**config.mk**
```make
export PLATFORM = sky130hd
export DESIGN_NAME = fetch_top
export DESIGN_NICKNAME = d
export VERILOG_FILES = /design/src/fetch_pkg.sv /design/src/fetch_unit.sv /design/src/fetch_queue.sv /design/src/inst_check.sv /design/src/fetch_top.sv
export SDC_FILE = /design/constraint.sdc
export NUM_CORES = 1
export LEC_CHECK = 0
export ABC_AREA = 1
export ABC_CLOCK_PERIOD_IN_PS = 4700
export BUFFER_PORTS_ARGS = -buffer_cell sky130_fd_sc_hd__buf_2
export CORE_ASPECT_RATIO = 1.2
export CORE_MARGIN = 2
export CORE_UTILIZATION = 35
export DETAILED_ROUTE_END_ITERATION = 10
export PLACE_DENSITY = 0.56
export SLEW_MARGIN = 20
export SYNTH_ARGS = -nofsm -noshare
export SYNTH_HDL_FRONTEND = slang
export SYNTH_SLANG_ARGS = --single-unit
```
**constraint.sdc**
```tcl
create_clock -name clk -period 4.7 [get_ports clk]
set_input_delay 0.705 -clock clk [delete_from_list [all_inputs] [get_ports clk]]
set_output_delay 0.705 -clock clk [all_outputs]
set_load 0.005 [all_outputs]
```
**src/fetch_pkg.sv**
```systemverilog
// fetch front end shared definitions
// widths, RV32I opcodes, class and state enums, inter-block structs
`default_nettype none

package fetch_pkg;

	localparam int ADDR_W = 32;
	localparam int INST_W = 32;
	localparam int QUEUE_DEPTH = 4;
	localparam int QPTR_W = $clog2(QUEUE_DEPTH);

	typedef logic [ADDR_W-1:0] addr_t;
	typedef logic [INST_W-1:0] inst_t;
	typedef logic [1:0]        resp_t;
	typedef logic [QPTR_W-1:0] qptr_t;
	// one extra bit so a full queue is distinct from an empty one
	typedef logic [QPTR_W:0]   qcnt_t;
	typedef logic [6:0]        opcode_t;
	typedef logic [2:0]        funct3_t;
	typedef logic [6:0]        funct7_t;

	localparam addr_t RESET_PC = 32'h8000_0000;
	localparam resp_t RESP_OKAY = 2'b00;

	// RV32I major opcodes
	localparam opcode_t OPC_LUI    = 7'b0110111;
	localparam opcode_t OPC_AUIPC  = 7'b0010111;
	localparam opcode_t OPC_JAL    = 7'b1101111;
	localparam opcode_t OPC_JALR   = 7'b1100111;
	localparam opcode_t OPC_BRANCH = 7'b1100011;
	localparam opcode_t OPC_LOAD   = 7'b0000011;
	localparam opcode_t OPC_STORE  = 7'b0100011;
	localparam opcode_t OPC_OP_IMM = 7'b0010011;
	localparam opcode_t OPC_OP     = 7'b0110011;
	localparam opcode_t OPC_SYSTEM = 7'b1110011;

	// full encodings of the privileged words that are accepted
	localparam inst_t INST_ECALL  = 32'h0000_0073;
	localparam inst_t INST_EBREAK = 32'h0010_0073;
	localparam inst_t INST_MRET   = 32'h3020_0073;

	typedef enum logic [2:0] {
		CLS_ALU,
		CLS_LOAD,
		CLS_STORE,
		CLS_BRANCH,
		CLS_JUMP,
		CLS_UPPER,
		CLS_SYSTEM,
		CLS_ILLEGAL
	} inst_class_e;

	typedef enum logic [1:0] {
		ST_ADDR,
		ST_DATA,
		ST_PUSH
	} fetch_state_e;

	typedef struct packed {
		logic  valid;
		addr_t target;
	} redirect_t;

	typedef struct packed {
		addr_t pc;
		inst_t inst;
		logic  fault;
	} fetch_entry_t;

	typedef struct packed {
		addr_t       pc;
		inst_t       inst;
		inst_class_e cls;
		logic        illegal;
	} dec_out_t;

endpackage

`default_nettype wire

```
**src/fetch_unit.sv**
```systemverilog
// fetch unit: PC register and read channel master
// issues one word read at a time and pushes the result into the fetch queue
`timescale 1ns/1ps
`default_nettype none

module fetch_unit (
	input  logic                    clk,
	input  logic                    rst,
	input  logic                    flush_i,
	input  fetch_pkg::addr_t        target_i,
	output fetch_pkg::addr_t        ar_addr_o,
	output logic                    ar_valid_o,
	input  logic                    ar_ready_i,
	input  fetch_pkg::inst_t        r_data_i,
	input  fetch_pkg::resp_t        r_resp_i,
	input  logic                    r_valid_i,
	output logic                    r_ready_o,
	output fetch_pkg::fetch_entry_t push_o,
	output logic                    push_valid_o,
	input  logic                    full_i
);

	fetch_pkg::fetch_state_e state_q;
	fetch_pkg::fetch_state_e state_d;
	fetch_pkg::addr_t        pc_q;
	fetch_pkg::addr_t        pc_d;
	fetch_pkg::addr_t        req_addr_q;
	fetch_pkg::addr_t        flush_pc;
	fetch_pkg::inst_t        inst_q;
	logic                    fault_q;
	logic                    discard_q;
	logic                    ar_hs;
	logic                    r_hs;

	// word aligned fetch target
	assign flush_pc = {target_i[fetch_pkg::ADDR_W-1:2], 2'b00};

	assign ar_valid_o = (state_q == fetch_pkg::ST_ADDR);
	assign ar_addr_o  = req_addr_q;
	// hold off the data phase while the queue has no room
	assign r_ready_o  = (state_q == fetch_pkg::ST_DATA) && !full_i;

	assign ar_hs = ar_valid_o && ar_ready_i;
	assign r_hs  = r_ready_o && r_valid_i;

	always_comb begin
		state_d = state_q;
		case (state_q)
			fetch_pkg::ST_ADDR: begin
				if (ar_hs) begin
					state_d = fetch_pkg::ST_DATA;
				end
			end
			fetch_pkg::ST_DATA: begin
				if (r_hs) begin
					state_d = fetch_pkg::ST_PUSH;
				end
			end
			default: begin
				state_d = fetch_pkg::ST_ADDR;
			end
		endcase
	end

	// next stream address; a discarded response leaves the new stream where it is
	always_comb begin
		if (flush_i) begin
			pc_d = flush_pc;
		end else if (state_q == fetch_pkg::ST_PUSH && !discard_q) begin
			pc_d = pc_q + fetch_pkg::addr_t'(4);
		end else begin
			pc_d = pc_q;
		end
	end

	// reset parks in ST_PUSH with discard set, so the first launch
	// goes through the normal PUSH to ADDR path
	always_ff @(posedge clk) begin
		if (rst) begin
			state_q    <= fetch_pkg::ST_PUSH;
			pc_q       <= fetch_pkg::RESET_PC;
			req_addr_q <= fetch_pkg::RESET_PC;
			discard_q  <= 1'b1;
		end else begin
			state_q <= state_d;
			pc_q    <= pc_d;
			// request address only changes when a new request is launched
			if (state_q == fetch_pkg::ST_PUSH) begin
				req_addr_q <= pc_d;
			end
			// a read already in flight belongs to the old stream
			if (flush_i) begin
				discard_q <= (state_q != fetch_pkg::ST_PUSH);
			end else if (state_q == fetch_pkg::ST_PUSH) begin
				discard_q <= 1'b0;
			end
		end
	end

	always_ff @(posedge clk) begin
		if (r_hs) begin
			inst_q  <= r_data_i;
			fault_q <= (r_resp_i != fetch_pkg::RESP_OKAY);
		end
	end

	assign push_valid_o = (state_q == fetch_pkg::ST_PUSH) && !discard_q && !flush_i;
	assign push_o.pc    = req_addr_q;
	assign push_o.inst  = inst_q;
	assign push_o.fault = fault_q;

endmodule

`default_nettype wire

```
**src/fetch_queue.sv**
```systemverilog
// fetch queue: circular FIFO of fetch entries
// cleared as a whole on redirect
`timescale 1ns/1ps
`default_nettype none

module fetch_queue (
	input  logic                    clk,
	input  logic                    rst,
	input  logic                    flush_i,
	input  fetch_pkg::fetch_entry_t push_i,
	input  logic                    push_valid_i,
	output logic                    full_o,
	output fetch_pkg::fetch_entry_t pop_o,
	output logic                    pop_valid_o,
	input  logic                    pop_ready_i
);

	fetch_pkg::fetch_entry_t mem [fetch_pkg::QUEUE_DEPTH];
	fetch_pkg::qptr_t        wr_ptr_q;
	fetch_pkg::qptr_t        rd_ptr_q;
	fetch_pkg::qcnt_t        count_q;
	logic                    push_en;
	logic                    pop_en;

	assign full_o      = (count_q == fetch_pkg::qcnt_t'(fetch_pkg::QUEUE_DEPTH));
	assign pop_valid_o = (count_q != '0);
	assign pop_o       = mem[rd_ptr_q];

	// nothing moves in a flush cycle
	assign push_en = push_valid_i && !full_o && !flush_i;
	assign pop_en  = pop_valid_o && pop_ready_i && !flush_i;

	always_ff @(posedge clk) begin
		if (push_en) begin
			mem[wr_ptr_q] <= push_i;
		end
	end

	always_ff @(posedge clk) begin
		if (rst || flush_i) begin
			wr_ptr_q <= '0;
			rd_ptr_q <= '0;
			count_q  <= '0;
		end else begin
			// depth is a power of two, pointers wrap on their own
			if (push_en) begin
				wr_ptr_q <= wr_ptr_q + fetch_pkg::qptr_t'(1);
			end
			if (pop_en) begin
				rd_ptr_q <= rd_ptr_q + fetch_pkg::qptr_t'(1);
			end
			case ({push_en, pop_en})
				2'b10:   count_q <= count_q + fetch_pkg::qcnt_t'(1);
				2'b01:   count_q <= count_q - fetch_pkg::qcnt_t'(1);
				default: count_q <= count_q;
			endcase
		end
	end

endmodule

`default_nettype wire

```
**src/inst_check.sv**
```systemverilog
// instruction checker: RV32I subset legality and class
// one-entry output register towards decode
`timescale 1ns/1ps
`default_nettype none

module inst_check (
	input  logic                    clk,
	input  logic                    rst,
	input  logic                    flush_i,
	input  fetch_pkg::fetch_entry_t entry_i,
	input  logic                    entry_valid_i,
	output logic                    entry_ready_o,
	output fetch_pkg::dec_out_t     dec_o,
	output logic                    dec_valid_o,
	input  logic                    dec_ready_i
);

	fetch_pkg::opcode_t     opcode;
	fetch_pkg::funct3_t     funct3;
	fetch_pkg::funct7_t     funct7;
	fetch_pkg::inst_class_e cls;
	fetch_pkg::dec_out_t    dec_q;
	logic                   valid_q;

	assign opcode = entry_i.inst[6:0];
	assign funct3 = entry_i.inst[14:12];
	assign funct7 = entry_i.inst[31:25];

	always_comb begin
		cls = fetch_pkg::CLS_ILLEGAL;
		case (opcode)
			fetch_pkg::OPC_LUI, fetch_pkg::OPC_AUIPC: cls = fetch_pkg::CLS_UPPER;
			fetch_pkg::OPC_JAL: cls = fetch_pkg::CLS_JUMP;
			fetch_pkg::OPC_JALR: begin
				if (funct3 == 3'b000) begin
					cls = fetch_pkg::CLS_JUMP;
				end
			end
			fetch_pkg::OPC_BRANCH: cls = fetch_pkg::CLS_BRANCH;
			fetch_pkg::OPC_LOAD: begin
				// lb lh lw lbu lhu
				if (funct3 != 3'b011 && funct3[2:1] != 2'b11) begin
					cls = fetch_pkg::CLS_LOAD;
				end
			end
			fetch_pkg::OPC_STORE: begin
				if (funct3 == 3'b000 || funct3 == 3'b001 || funct3 == 3'b010) begin
					cls = fetch_pkg::CLS_STORE;
				end
			end
			fetch_pkg::OPC_OP_IMM: begin
				case (funct3)
					3'b001: if (funct7 == 7'b0000000) cls = fetch_pkg::CLS_ALU;
					// srli or srai
					3'b101: if (funct7 == 7'b0000000 || funct7 == 7'b0100000)
						cls = fetch_pkg::CLS_ALU;
					default: cls = fetch_pkg::CLS_ALU;
				endcase
			end
			fetch_pkg::OPC_OP: cls = fetch_pkg::CLS_ALU;
			fetch_pkg::OPC_SYSTEM: begin
				// csrrw csrrs, plus the three exact system words
				if (funct3 == 3'b001 || funct3 == 3'b010 ||
					entry_i.inst == fetch_pkg::INST_ECALL ||
					entry_i.inst == fetch_pkg::INST_EBREAK ||
					entry_i.inst == fetch_pkg::INST_MRET) begin
					cls = fetch_pkg::CLS_SYSTEM;
				end
			end
			default: cls = fetch_pkg::CLS_ILLEGAL;
		endcase
		// a bus error overrides whatever the word looks like
		if (entry_i.fault) begin
			cls = fetch_pkg::CLS_ILLEGAL;
		end
	end

	// take a new entry when empty or when the held one leaves this cycle
	assign entry_ready_o = !valid_q || dec_ready_i;

	always_ff @(posedge clk) begin
		if (rst || flush_i) begin
			valid_q <= 1'b0;
		end else if (entry_ready_o) begin
			valid_q <= entry_valid_i;
		end
	end

	always_ff @(posedge clk) begin
		if (entry_ready_o && entry_valid_i) begin
			dec_q.pc      <= entry_i.pc;
			dec_q.inst    <= entry_i.inst;
			dec_q.cls     <= cls;
			dec_q.illegal <= (cls == fetch_pkg::CLS_ILLEGAL);
		end
	end

	assign dec_o       = dec_q;
	assign dec_valid_o = valid_q;

endmodule

`default_nettype wire

```
**src/fetch_top.sv**
```systemverilog
// instruction fetch front end
// fetch unit, fetch queue and checker on one redirect flush
`timescale 1ns/1ps
`default_nettype none

module fetch_top (
	input  logic                 clk,
	input  logic                 rst,
	input  fetch_pkg::redirect_t redirect_i,
	output fetch_pkg::addr_t     ar_addr_o,
	output logic                 ar_valid_o,
	input  logic                 ar_ready_i,
	input  fetch_pkg::inst_t     r_data_i,
	input  fetch_pkg::resp_t     r_resp_i,
	input  logic                 r_valid_i,
	output logic                 r_ready_o,
	output fetch_pkg::dec_out_t  dec_o,
	output logic                 dec_valid_o,
	input  logic                 dec_ready_i
);

	fetch_pkg::fetch_entry_t push_entry;
	logic                    push_valid;
	logic                    full;
	fetch_pkg::fetch_entry_t pop_entry;
	logic                    pop_valid;
	logic                    pop_ready;

	fetch_unit i_fetch_unit (
		.clk          (clk),
		.rst          (rst),
		.flush_i      (redirect_i.valid),
		.target_i     (redirect_i.target),
		.ar_addr_o    (ar_addr_o),
		.ar_valid_o   (ar_valid_o),
		.ar_ready_i   (ar_ready_i),
		.r_data_i     (r_data_i),
		.r_resp_i     (r_resp_i),
		.r_valid_i    (r_valid_i),
		.r_ready_o    (r_ready_o),
		.push_o       (push_entry),
		.push_valid_o (push_valid),
		.full_i       (full)
	);

	fetch_queue i_fetch_queue (
		.clk          (clk),
		.rst          (rst),
		.flush_i      (redirect_i.valid),
		.push_i       (push_entry),
		.push_valid_i (push_valid),
		.full_o       (full),
		.pop_o        (pop_entry),
		.pop_valid_o  (pop_valid),
		.pop_ready_i  (pop_ready)
	);

	inst_check i_inst_check (
		.clk           (clk),
		.rst           (rst),
		.flush_i       (redirect_i.valid),
		.entry_i       (pop_entry),
		.entry_valid_i (pop_valid),
		.entry_ready_o (pop_ready),
		.dec_o         (dec_o),
		.dec_valid_o   (dec_valid_o),
		.dec_ready_i   (dec_ready_i)
	);

endmodule

`default_nettype wire

```
==> results of run 1 <==
## worst max-delay path, cell delays in order (launching register included)
cell	delay [ns]
sky130_fd_sc_hd__dfxtp_2	0.33
sky130_fd_sc_hd__buf_4	0.37
sky130_fd_sc_hd__buf_4	0.51
sky130_fd_sc_hd__nand3_1	0.13
sky130_fd_sc_hd__nand2_1	0.13
sky130_fd_sc_hd__nand2_1	0.09
sky130_fd_sc_hd__nor2_1	0.11
sky130_fd_sc_hd__nand2_1	0.07
sky130_fd_sc_hd__nor2_1	0.22
sky130_fd_sc_hd__nand3_1	0.19
sky130_fd_sc_hd__nand2_1	0.10
sky130_fd_sc_hd__nand2_1	0.06
sky130_fd_sc_hd__nor2_2	0.09
sky130_fd_sc_hd__nor2_1	0.05
## cell families after synthesis
logic type	after synthesis	share of synthesized area
AND/OR/NAND/NOR	662	0.1600
XOR/XNOR	16	0.008078
flip-flops	438	0.7137
buffers and inverters	191	0.05481
AO/OA/AOI/OAI	186	0.05784
adder cells (fa/ha/maj)	7	0.005481
## metrics by stage
step / instances / setup WS [ns] / instance area (um^2) / hold WS [ns]
2_1_floorplan: 1500 / 0.04324 / 17350 / 0.4264
4_1_cts: 2323 / 1.948 / 20140 / 0.2639
3_3_place_gp: 2236 / 1.786 / 18660 / 0.4351
5_1_grt: 2323 / 1.741 / 20140 / 0.2698
6_report: 2323 / 1.971 / 20140 / 0.3083
3_5_place_dp: 2236 / 1.801 / 18660 / 0.4424
## final cells by class
type / instances / area share
multi-input combinational: 871 / 0.2008
clock buffer: 60 / 0.06131
timing repair buffer: 191 / 0.05230
inverter: 99 / 0.01882
clock inverter: 27 / 0.01218
tap: 637 / 0.03957
sequential: 438 / 0.6150
## per-layer routing
| metal | vias up | routed length, um |
|---|---|---|
| li1 | 5406 | - |
| met1 | 5307 | 17200 |
| met2 | 264 | 19960 |
| met3 | 71 | 1944 |
| met4 | 0 | 1164 |
| met5 | - | 0 |
## Yosys cell counts (all sizes together), types with 6 or more instances
cell type / instances
nand3: 99
o22ai: 32
xor2: 10
nor3: 10
nand2: 362
edfxtp: 361
clkbuf: 28
o21ai: 114
nor2: 169
xnor2: 6
ha: 6
nand4: 8
dfxtp: 77
a21oi: 26
inv: 99
buf: 64
or2: 8
## where the power goes
part           internal [W]  leakage (nW)  switching, W
logic              0.000108          3.00      0.000191
registers           0.00427          3.91     0.0000729
clock network       0.00208         0.721       0.00149
## sequential cells by signal, indices dropped and copies added, names as in the netlist, 2 cells and up, named ones only
| register | cells |
|---|---|
| i_fetch_unit.inst_q | 32 |
| i_fetch_unit.ar_addr_o | 32 |
| i_fetch_queue.count_q | 3 |
| i_fetch_unit.pc_q | 32 |
| i_fetch_queue.rd_ptr_q | 2 |
| i_inst_check.dec_o | 68 |
| i_fetch_unit.state_q | 2 |
| i_fetch_queue.mem | 260 |
| i_fetch_queue.wr_ptr_q | 2 |
## worst max path at each step
| stage | from | end | slack, ns | depth (start not counted) |
|---|---|---|---|---|
| floorplan | redirect_i[32] | i_fetch_queue.mem[0][0] | 0.04 | 6 |
| global placement | redirect_i[32] | i_fetch_queue.mem[0][14] | 1.79 | 7 |
| detailed placement | redirect_i[32] | i_fetch_queue.mem[0][2] | 1.80 | 7 |
| CTS | flop | i_inst_check.dec_o[0] | 1.95 | 13 |
| global route | flop | i_inst_check.dec_o[1] | 1.74 | 13 |
| finish | flop | i_inst_check.dec_o[0] | 1.97 | 13 |
==> insert_results.sql, run 1 <==
INSERT INTO impl_metrics (metric_group, metric, value, unit) VALUES
('outcome', 'result_of_the_run', 'finished, final reports clean', ''),
('logic_synthesis', 'ys.flop_type', 'sky130_fd_sc_hd__edfxtp_1', ''),
('timing', 'fmaxAchievable', '366.4', 'MHz'),
('layout', 'final_layout_size_suffix_gt1_frac', '0.1809', ''),
('critical_path', 'end_kind', 'flop', ''),
('flow_run', 'max-cap-violations', '0', ''),
('layout', 'count_of_inserted_antenna_diode_cells', '0', ''),
('timing', 'timing.clock.skew', '0.01096', 'ns'),
('logic_synthesis', 'synth_seq_cells', '438', ''),
('drt', 'drt_first_pass_iters', '6', ''),
('global_routing', 'grt_max_degree', '83', ''),
('logic_synthesis', 'netlist_instances', '1500', ''),
('global_routing', 'grt_use_met1', '0.1886', ''),
('placement', 'numPortBuffers', '172', ''),
('cts', 'clock-sinks', '438', ''),
('drt', 'remaining_drc_errors', '0', ''),
('timing', 'report.final.setup_viol', '0', ''),
('logic_synthesis', 'postSynthNetCount', '1579', ''),
('placement', 'hpwlAfterDp', '25.19', 'mm'),
('critical_path', 'critPathMaxFanout', '35', ''),
('timing', 'unrepaired_setup_endpoints_after_global_routing', 'false', ''),
('pwr', 'leakage', '7.630', 'nW'),
('cts', 'cts-buffers-inserted', '47', ''),
('logic_synthesis', 'netlist_top_cells_area', 'sky130_fd_sc_hd__edfxtp_1, sky130_fd_sc_hd__dfxtp_1, sky130_fd_sc_hd__nand2_1', ''),
('timing', 'drv_slew', '0', ''),
('cts', 'tritoncts', 'built', ''),
('timing', 'fin_setup_tns', '0', 'ns'),
('layout', 'most_common_library_cell_in_the_layout_ignoring_fill_and_taps', 'sky130_fd_sc_hd__edfxtp_1', ''),
('global_routing', 'first_global_vias', '10797', ''),
('drt', 'wl', '40.27', 'mm'),
('placement', 'gp_congestion', '0.8575', ''),
('logic_synthesis', 'syn_avg_cell_area', '11.57', 'um^2'),
('cts', 'insertion_delay', '0.57', 'ns'),
('drt', 'routedWlPerCell', '17.34', 'um'),
('min_path', 'holdCritStartpoint', 'r_data_i[25]', ''),
('drt', 'vias', '11048', ''),
('cts', 'cts_resized', '0', ''),
('cts', 'cts.root.buffer_cell', 'sky130_fd_sc_hd__clkbuf_16', ''),
('cts', 'number_of_hold_buffers_added_after_cts', '0', ''),
('global_routing', 'antenna_found_initial', '0', ''),
('global_routing', 'globalRoute.totalOverflow', '0', ''),
('floorplanning', 'io_pins', '175', ''),
('layout', 'layout_common_cells', 'sky130_fd_sc_hd__edfxtp_1, sky130_fd_sc_hd__nand2_1, sky130_fd_sc_hd__buf_2, sky130_fd_sc_hd__nor2_1, sky130_fd_sc_hd__o21ai_0', ''),
('layout', 'filler_cell_count', '4615', ''),
('global_routing', 'groute.layer.met3.usage', '0.03125', ''),
('cts', 'post_cts_buffers', '0', ''),
('critical_path', 'startpoint_type', 'flop', ''),
('layout', 'fin_nets', '1727', ''),
('floorplanning', 'dieArea', '0.05137', 'mm^2'),
('cts', 'cts.reportedPaths.clkPinSlew', '0.06', 'ns'),
('layout', 'syn_to_final_growth', '16.11', '%'),
('critical_path', 'worstPathRequired', '5.03', 'ns'),
('logic_synthesis', 'synth.distinct_cells', '43', ''),
('logic_synthesis', 'synth_top_area_share', '0.6249', ''),
('critical_path', 'crit_type', 'flop to flop', ''),
('floorplanning', 'fp-row-count', '89', ''),
('layout', 'multi_input_area', '0.004045', 'mm^2'),
('floorplanning', 'die-width', '207.2', 'um'),
('timing', 'timing.final.crit_period', '2.729', 'ns'),
('logic_synthesis', 'async_flop_share', '0', ''),
('drt', 'viasPerCell', '4.756', ''),
('global_routing', 'gr-usage-all-layers', '0.1548', ''),
('critical_path', 'arrival', '3.06', 'ns'),
('timing', 'final_number_of_hold_violating_endpoints', '0', ''),
('timing', 'max_slew.worst_pin.slew', '0.8281', 'ns'),
('global_routing', 'global_route.usage.met2', '0.2735', ''),
('min_path', 'timing.hold.worst_endpoint', 'i_fetch_unit.inst_q[25]', ''),
('timing', 'slew_headroom', '0.4466', ''),
('drt', 'ant_nets', '0', ''),
('cts', 'htree_levels', '2', ''),
('pwr', 'fin_total_pwr', '0.008210', 'W');
Power figures use the tool's default switching activity.
==> inputs of run 2 (changes only) <==
Settings changed: ABC_CLOCK_PERIOD_IN_PS 4700 to 2800, PLACE_DENSITY 0.56 to 0.54.
Clock period 4.7 ns to 2.8 ns, I/O delays scaled along.
==> run 2 against run 1 <==
  * Fmax up 16%
  * Register-to-register slack worse by 1.5 ns
  * Cell count is 0.73% higher
  * Clock-buffer cell count rose by 4
  * Largest cell class unchanged
==> insert_results.sql, run 2 (synthesis gave the netlist of run 1 again) <==
INSERT INTO impl_metrics (metric_group, metric, value, unit) VALUES
('outcome', 'result_of_the_run', 'finished, final reports clean', ''),
('layout', 'final_layout_size_suffix_gt1_frac', '0.1832', ''),
('placement', 'gp_congestion', '0.8850', ''),
('drt', 'ant_nets', '0', ''),
('layout', 'fin_nets', '1747', ''),
('timing', 'fin_setup_tns', '0', 'ns'),
('global_routing', 'global_route_wire_length_before_repair', '62.42', 'mm'),
('global_routing', 'grt_max_degree', '97', ''),
('layout', 'count_of_inserted_antenna_diode_cells', '0', ''),
('global_routing', 'global_route.usage.met2', '0.2764', ''),
('cts', 'cts_resized', '0', ''),
('floorplanning', 'die-width', '207.2', 'um'),
('critical_path', 'crit_type', 'flop to flop', ''),
('cts', 'insertion_delay', '0.57', 'ns'),
('floorplanning', 'start_util', '0.3533', ''),
('global_routing', 'grt_use_met1', '0.1998', ''),
('critical_path', 'critical_path.reg2reg.endpoint', 'i_fetch_unit.ar_addr_o[14]', ''),
('cts', 'tritoncts', 'built', ''),
('cts', 'cts.root.buffer_cell', 'sky130_fd_sc_hd__clkbuf_16', ''),
('pwr', 'vdd_ir_drop_max', '0.4856', 'mV'),
('floorplanning', 'fp.coreArea', '0.04911', 'mm^2'),
('layout', 'most_common_library_cell_in_the_layout_ignoring_fill_and_taps', 'sky130_fd_sc_hd__edfxtp_1', ''),
('timing', 'final_number_of_hold_violating_endpoints', '0', ''),
('timing', 'fmaxAchievable', '423.4', 'MHz'),
('timing', 'whs', '0.03665', 'ns'),
('layout', 'regMostFlops', 'i_fetch_queue.mem', ''),
('layout', 'layout_common_cells', 'sky130_fd_sc_hd__edfxtp_1, sky130_fd_sc_hd__nand2_1, sky130_fd_sc_hd__buf_2, sky130_fd_sc_hd__nor2_1, sky130_fd_sc_hd__o21ai_0', ''),
('cts', 'cts_buffer_depth', '3', ''),
('layout', 'final_util', '0.4138', ''),
('drt', 'remaining_drc_errors', '0', ''),
('floorplanning', 'fp-row-count', '89', ''),
('timing', 'timing.clock.skew', '0.02388', 'ns'),
('floorplanning', 'io_pins', '175', ''),
('timing', 'report.final.setup_viol', '0', ''),
('cts', 'htree_levels', '2', ''),
('layout', 'filler_cell_count', '4672', ''),
('drt', 'vias', '11078', ''),
('cts', 'cts.reportedPaths.clkPinSlew', '0.06', 'ns'),
('critical_path', 'worstReg2RegStart', 'i_fetch_unit.state_q[0]', ''),
('critical_path', 'arrival', '2.84', 'ns'),
('flow_run', 'max-cap-violations', '0', ''),
('critical_path', 'critPathMaxFanout', '16', ''),
('critical_path', 'reg2reg_depth', '5', ''),
('placement', 'hpwlAfterDp', '25.27', 'mm'),
('global_routing', 'first_global_vias', '10967', ''),
('pwr', 'power.density_cell_area', '672.1', 'mW/mm^2'),
('drt', 'wl', '40.68', 'mm'),
('timing', 'max_slew.worst_pin.slew', '1.020', 'ns'),
('drt', 'viasPerCell', '4.734', ''),
('critical_path', 'ff2ff_setup_slack', '0.44', 'ns'),
('critical_path', 'worstPathRequired', '3.28', 'ns'),
('timing', 'post_route_setup_slack', '0.4382', 'ns'),
('cts', 'cts-buffers-inserted', '48', ''),
('critical_path', 'timing.critical_path.cells', 'inv_2 -> nand2_1 -> nor2_1 -> inv_1 -> o21ai_0', ''),
('global_routing', 'groute.layer.met3.usage', '0.03239', ''),
('floorplanning', 'dieArea', '0.05137', 'mm^2'),
('critical_path', 'cpPeakStageDelay', '0.82', 'ns'),
('timing', 'drv_slew', '0', ''),
('layout', 'largest_reg_flops', '260', ''),
('critical_path', 'startpoint', 'i_fetch_unit.state_q[0]', ''),
('pwr', 'leakage', '7.706', 'nW'),
('timing', 'portion_of_the_clock_cycle_consumed_by_the_worst_path_in_the_final_layout', '0.8435', ''),
('placement', 'numPortBuffers', '172', ''),
('critical_path', 'end_kind', 'flop', ''),
('timing', 'timing.final.crit_period', '2.362', 'ns'),
('floorplanning', 'die-height', '247.9', 'um'),
('min_path', 'timing.hold.worst_endpoint', 'i_fetch_unit.inst_q[24]', ''),
('drt', 'drt_first_pass_iters', '5', ''),
('critical_path', 'critical_path.slowest_cell', 'sky130_fd_sc_hd__nor2_1', ''),
('cts', 'clock-sinks', '438', ''),
('min_path', 'holdCritStartpoint', 'r_data_i[24]', ''),
('timing', 'unrepaired_setup_endpoints_after_global_routing', 'false', ''),
('timing', 'slew_headroom', '0.3198', ''),
('critical_path', 'crit_buf_inv', '2', ''),
('placement', 'place_ws', '0.3684', 'ns'),
('drt', 'drtIter0Drc', '676', ''),
('global_routing', 'gr-usage-all-layers', '0.1580', ''),
('layout', 'syn_to_final_growth', '17.13', '%'),
('drt', 'routedWlPerCell', '17.38', 'um'),
('global_routing', 'global_route.peak_usage_layer', 'met2', ''),
('min_path', 'hold_path_depth', '1', ''),
('min_path', 'hold_path.class', 'input port to flop', ''),
('critical_path', 'startpoint_type', 'flop', ''),
('global_routing', 'antenna_found_initial', '0', ''),
('global_routing', 'globalRoute.totalOverflow', '0', ''),
('critical_path', 'timing.critical_path.max_delay_family', 'simple AND/OR/NAND/NOR gates', '');
[run 2: repair_timing]
item / CTS / global route
buffers inserted: 0 / 0
hold buffers: 12 / 0
endpoints found under the setup margin: 0 / 0
endpoints found under the hold margin: 12 / 0
[run 2: metal layers]
layer  up-vias  wire (um)  part of all wire
li1       5444          -                 -
met1      5349      18060              0.44
met4         0        708             0.017
met5         -          0                 0
met3        56       1670             0.041
met2       229      20240              0.50
[run 2: power breakdown]
part	internal, W	total (W)	switching [W]
combinational	0.000192	0.000515	0.000323
sequential	0.00717	0.00730	0.000123
clock	0.00338	0.00585	0.00247
[run 2: worst max path at each step]
stage / cells past startpoint / slack (ns) / endpoint
finish: 5 / 0.44 / i_fetch_unit.ar_addr_o[14]
detailed placement: 4 / 0.37 / i_fetch_unit.ar_addr_o[14]
global placement: 4 / 0.41 / i_fetch_unit.ar_addr_o[16]
global route: 5 / 0.26 / i_fetch_unit.ar_addr_o[16]
CTS: 5 / 0.45 / i_fetch_unit.ar_addr_o[14]
floorplan: 6 / -0.52 / i_fetch_queue.mem[0][0]
[run 2: through the flow]
step	total power (W)	std cells	instance area, um^2
detailed placement	0.007949	2243	18740
CTS	0.01384	2340	20320
finish	0.01366	2340	20320
global route	0.01419	2340	20320
floorplan	0.007711	1500	17360
global placement	0.007939	2243	18740
[run 2: layout make-up]
class                           count  area (um^2)  share of cell area
Multi-Input combinational cell    871         4045              0.1991
Inverter                           99        377.9             0.01860
Clock inverter                     21        147.6            0.007266
Tap cell                          637        797.0             0.03922
Clock buffer                       64         1314             0.06466
Sequential cell                   438        12390              0.6096
Timing Repair Buffer              210         1251             0.06158
[run 2: worst register-to-register path, cell delays in order, from the launching register on]
cell                      delay (ns)
sky130_fd_sc_hd__dfxtp_1        0.35
sky130_fd_sc_hd__inv_2          0.06
sky130_fd_sc_hd__nand2_1        0.17
sky130_fd_sc_hd__nor2_1         0.82
sky130_fd_sc_hd__inv_1          0.56
sky130_fd_sc_hd__o21ai_0        0.31
==> inputs of run 3 (changes only) <==
Settings changed: ABC_AREA 1 to 0, ABC_CLOCK_PERIOD_IN_PS 2800 to 2500.
Clock period 2.8 ns to 2.5 ns, I/O delays scaled along.
==> run 3 against run 2 <==
  * Worst setup slack got worse by 0.36 ns
  * Critical path type unchanged
  * Global-route usage decreased by 0.93 points
  * Sequential power increased by 11%
  * Register-to-register slack got worse by 0.36 ns
==> insert_results.sql, run 3 <==
INSERT INTO impl_metrics (metric_group, metric, value, unit) VALUES
('drt', 'drt_first_pass_iters', '4', ''),
('logic_synthesis', 'yosys-top-cells-count', 'sky130_fd_sc_hd__edfxtp_1, sky130_fd_sc_hd__dfxtp_1, sky130_fd_sc_hd__mux4_2', ''),
('layout', 'most_common_library_cell_in_the_layout_ignoring_fill_and_taps', 'sky130_fd_sc_hd__edfxtp_1', ''),
('placement', 'place_ws', '-0.2082', 'ns'),
('global_routing', 'global_route_wire_length_before_repair', '54.92', 'mm'),
('layout', 'final_layout_size_suffix_gt1_frac', '0.3194', ''),
('timing', 'drv_slew', '0', ''),
('pwr', 'fin_total_pwr', '0.01501', 'W'),
('global_routing', 'globalRoute.totalOverflow', '0', ''),
('logic_synthesis', 'async_flop_share', '0', ''),
('floorplanning', 'fp.coreArea', '0.04681', 'mm^2'),
('critical_path', 'arrival', '2.81', 'ns'),
('global_routing', 'antenna_found_initial', '0', ''),
('drt', 'drtIter0Drc', '449', ''),
('drt', 'remaining_drc_errors', '0', ''),
('floorplanning', 'fp-row-count', '87', ''),
('pwr', 'leakage', '6.942', 'nW'),
('logic_synthesis', 'netlist_top_cells_area', 'sky130_fd_sc_hd__edfxtp_1, sky130_fd_sc_hd__dfxtp_1, sky130_fd_sc_hd__mux4_2', ''),
('timing', 'whs', '0.03438', 'ns'),
('timing', 'timing.final.crit_period', '2.425', 'ns'),
('pwr', 'vdd_ir_drop_max', '0.4117', 'mV'),
('critical_path', 'startpoint_type', 'flop', ''),
('cts', 'htree_levels', '2', ''),
('placement', 'numPortBuffers', '172', ''),
('cts', 'cts.reportedPaths.clkPinSlew', '0.06', 'ns'),
('floorplanning', 'start_util', '0.3525', ''),
('global_routing', 'first_global_vias', '9028', ''),
('drt', 'routedWlPerCell', '19.56', 'um'),
('floorplanning', 'io_pins', '175', ''),
('floorplanning', 'die-height', '241.9', 'um'),
('drt', 'ant_nets', '0', ''),
('timing', 'timing.clock.skew', '0.008144', 'ns'),
('placement', 'hpwlAfterDp', '22.85', 'mm'),
('critical_path', 'critPathMaxFanout', '11', ''),
('cts', 'tritoncts', 'built', ''),
('layout', 'count_of_inserted_antenna_diode_cells', '0', ''),
('critical_path', 'cpPeakStageDelay', '0.40', 'ns'),
('min_path', 'holdCritStartpoint', 'r_data_i[17]', ''),
('flow_run', 'max-cap-violations', '0', ''),
('logic_synthesis', 'synthesis.area', '0.01650', 'mm^2'),
('critical_path', 'critical_path.slowest_cell', 'sky130_fd_sc_hd__mux4_2', ''),
('critical_path', 'timing.critical_path.cells', 'buf_12 -> buf_4 -> mux4_2 -> buf_6 -> nand2b_4 -> or3_1 -> a211oi_4 -> nor4b_4 -> a311oi_1', ''),
('logic_synthesis', 'yosysSeqAreaShare', '0.7504', ''),
('global_routing', 'gr-usage-all-layers', '0.1487', ''),
('critical_path', 'crit_type', 'flop to flop', ''),
('logic_synthesis', 'syn_avg_cell_area', '17.52', 'um^2'),
('critical_path', 'end_kind', 'flop', ''),
('logic_synthesis', 'synth_top_area_cell', 'sky130_fd_sc_hd__edfxtp_1', ''),
('timing', 'max_slew.worst_pin.slew', '0.7176', 'ns'),
('layout', 'fin_nets', '1261', ''),
('logic_synthesis', 'top_count_cell_post_synth', 'sky130_fd_sc_hd__edfxtp_1', ''),
('logic_synthesis', 'synth-edff-count', '361', ''),
('drt', 'viasPerCell', '4.775', ''),
('placement', 'gp_congestion', '0.8145', ''),
('drt', 'wl', '36.01', 'mm'),
('timing', 'final_number_of_hold_violating_endpoints', '0', ''),
('layout', 'regMostFlops', 'i_fetch_queue.mem', ''),
('critical_path', 'worstPathRequired', '2.88', 'ns'),
('outcome', 'result_of_the_run', 'finished, final reports clean', ''),
('logic_synthesis', 'synth_seq_cells', '438', ''),
('logic_synthesis', 'ys.flop_type', 'sky130_fd_sc_hd__edfxtp_1', ''),
('timing', 'report.final.setup_viol', '0', ''),
('pwr', 'power.density_cell_area', '742.4', 'mW/mm^2'),
('cts', 'insertion_delay', '0.56', 'ns'),
('timing', 'unrepaired_setup_endpoints_after_global_routing', 'true', ''),
('global_routing', 'grt_max_degree', '77', ''),
('timing', 'slew_headroom', '0.5216', ''),
('cts', 'cts-buffers-inserted', '46', ''),
('cts', 'cts.root.buffer_cell', 'sky130_fd_sc_hd__clkbuf_16', ''),
('timing', 'post_route_setup_slack', '0.07480', 'ns'),
('cts', 'cts_buffer_depth', '3', ''),
('logic_synthesis', 'netlist_instances', '942', ''),
('cts', 'clock-sinks', '438', ''),
('min_path', 'hold_path.class', 'input port to flop', ''),
('layout', 'layout_common_cells', 'sky130_fd_sc_hd__edfxtp_1, sky130_fd_sc_hd__buf_2, sky130_fd_sc_hd__dfxtp_1, sky130_fd_sc_hd__mux4_2, sky130_fd_sc_hd__nand2_1', ''),
('timing', 'fin_setup_tns', '0', 'ns'),
('floorplanning', 'dieArea', '0.04891', 'mm^2'),
('logic_synthesis', 'synth.distinct_cells', '54', ''),
('timing', 'portion_of_the_clock_cycle_consumed_by_the_worst_path_in_the_final_layout', '0.9701', ''),
('layout', 'largest_reg_flops', '260', ''),
('logic_synthesis', 'postSynthNetCount', '1021', ''),
('layout', 'syn_to_final_growth', '22.55', '%'),
('timing', 'fmaxAchievable', '412.3', 'MHz'),
('logic_synthesis', 'yosys_warnings', '0', ''),
('drt', 'vias', '8791', ''),
('logic_synthesis', 'synth_top_area_share', '0.6570', ''),
('floorplanning', 'die-width', '202.2', 'um');
## run 3: worst paths after layout
path                              to  slack, ns  depth (start not counted)
min          i_fetch_unit.inst_q[17]       0.03                          1
max            i_inst_check.dec_o[0]       0.07                          9
min reg2reg     i_fetch_unit.pc_q[0]       0.42                          2
max reg2reg    i_inst_check.dec_o[0]       0.07                          9
## run 3: cell families (layout without fill, tap and decap cells)
family	count (synthesis)	after routing	synth area share
AOI/OAI and AO/OA	101	101	0.04201
xor gates and xnor gates	29	29	0.01539
adders and majority gates	7	7	0.005763
buffers and inverters	90	366	0.02927
DFF	438	438	0.7504
muxes	68	68	0.09099
and+or+nand+nor	209	209	0.06620
## run 3: where the power goes
part           leakage (nW)  total [W]  switching (W)  internal (W)
Sequential             3.92    0.00809       0.000109       0.00798
Clock                 0.667    0.00640        0.00271       0.00369
Combinational          2.35   0.000528       0.000280      0.000248
Total                  6.94     0.0150        0.00310        0.0119
## run 3: metrics by stage
stage            util  std cells  area, um^2
6_report       0.4320       1841       20220
2_1_floorplan       -        942       16560
4_1_cts        0.4303       1836       20140
3_3_place_gp   0.3921       1719       18350
3_5_place_dp   0.3921       1719       18350
5_1_grt        0.4320       1841       20220
## run 3: area by class of cell
type	count	area (um^2)
clock buffer	63	1246
sequential	438	12390
timing repair buffer	265	1789
tap	623	779.5
multi-input combinational	414	3787
inverter	17	76.32
fill	4215	26590
clock inverter	21	153.9
## run 3: what timing repair did
action | 4_1_cts | 5_1_grt
buffers inserted | 4 | 5
hold buffers | 29 | 0
endpoints found under the setup margin | 4 | 4
pin swaps | 2 | 6
resized for setup | 11 | 10
hold endpoints to repair | 29 | 0
## run 3: per-layer routing
layer	vias up	part of all wire	global-route usage
met4	0	0.019	0.03843
met5	-	0	0
met1	4424	0.43	0.1912
met2	191	0.51	0.2565
met3	61	0.043	0.03059
li1	4115	-	-
## run 3: critical path, delay by kind of cell, from the launching register on
kind | cells | cell delay (ns)
simple gates | 3 | 0.53
flops | 1 | 0.37
mux | 1 | 0.40
compound gates | 2 | 0.51
buf+inv | 3 | 0.44
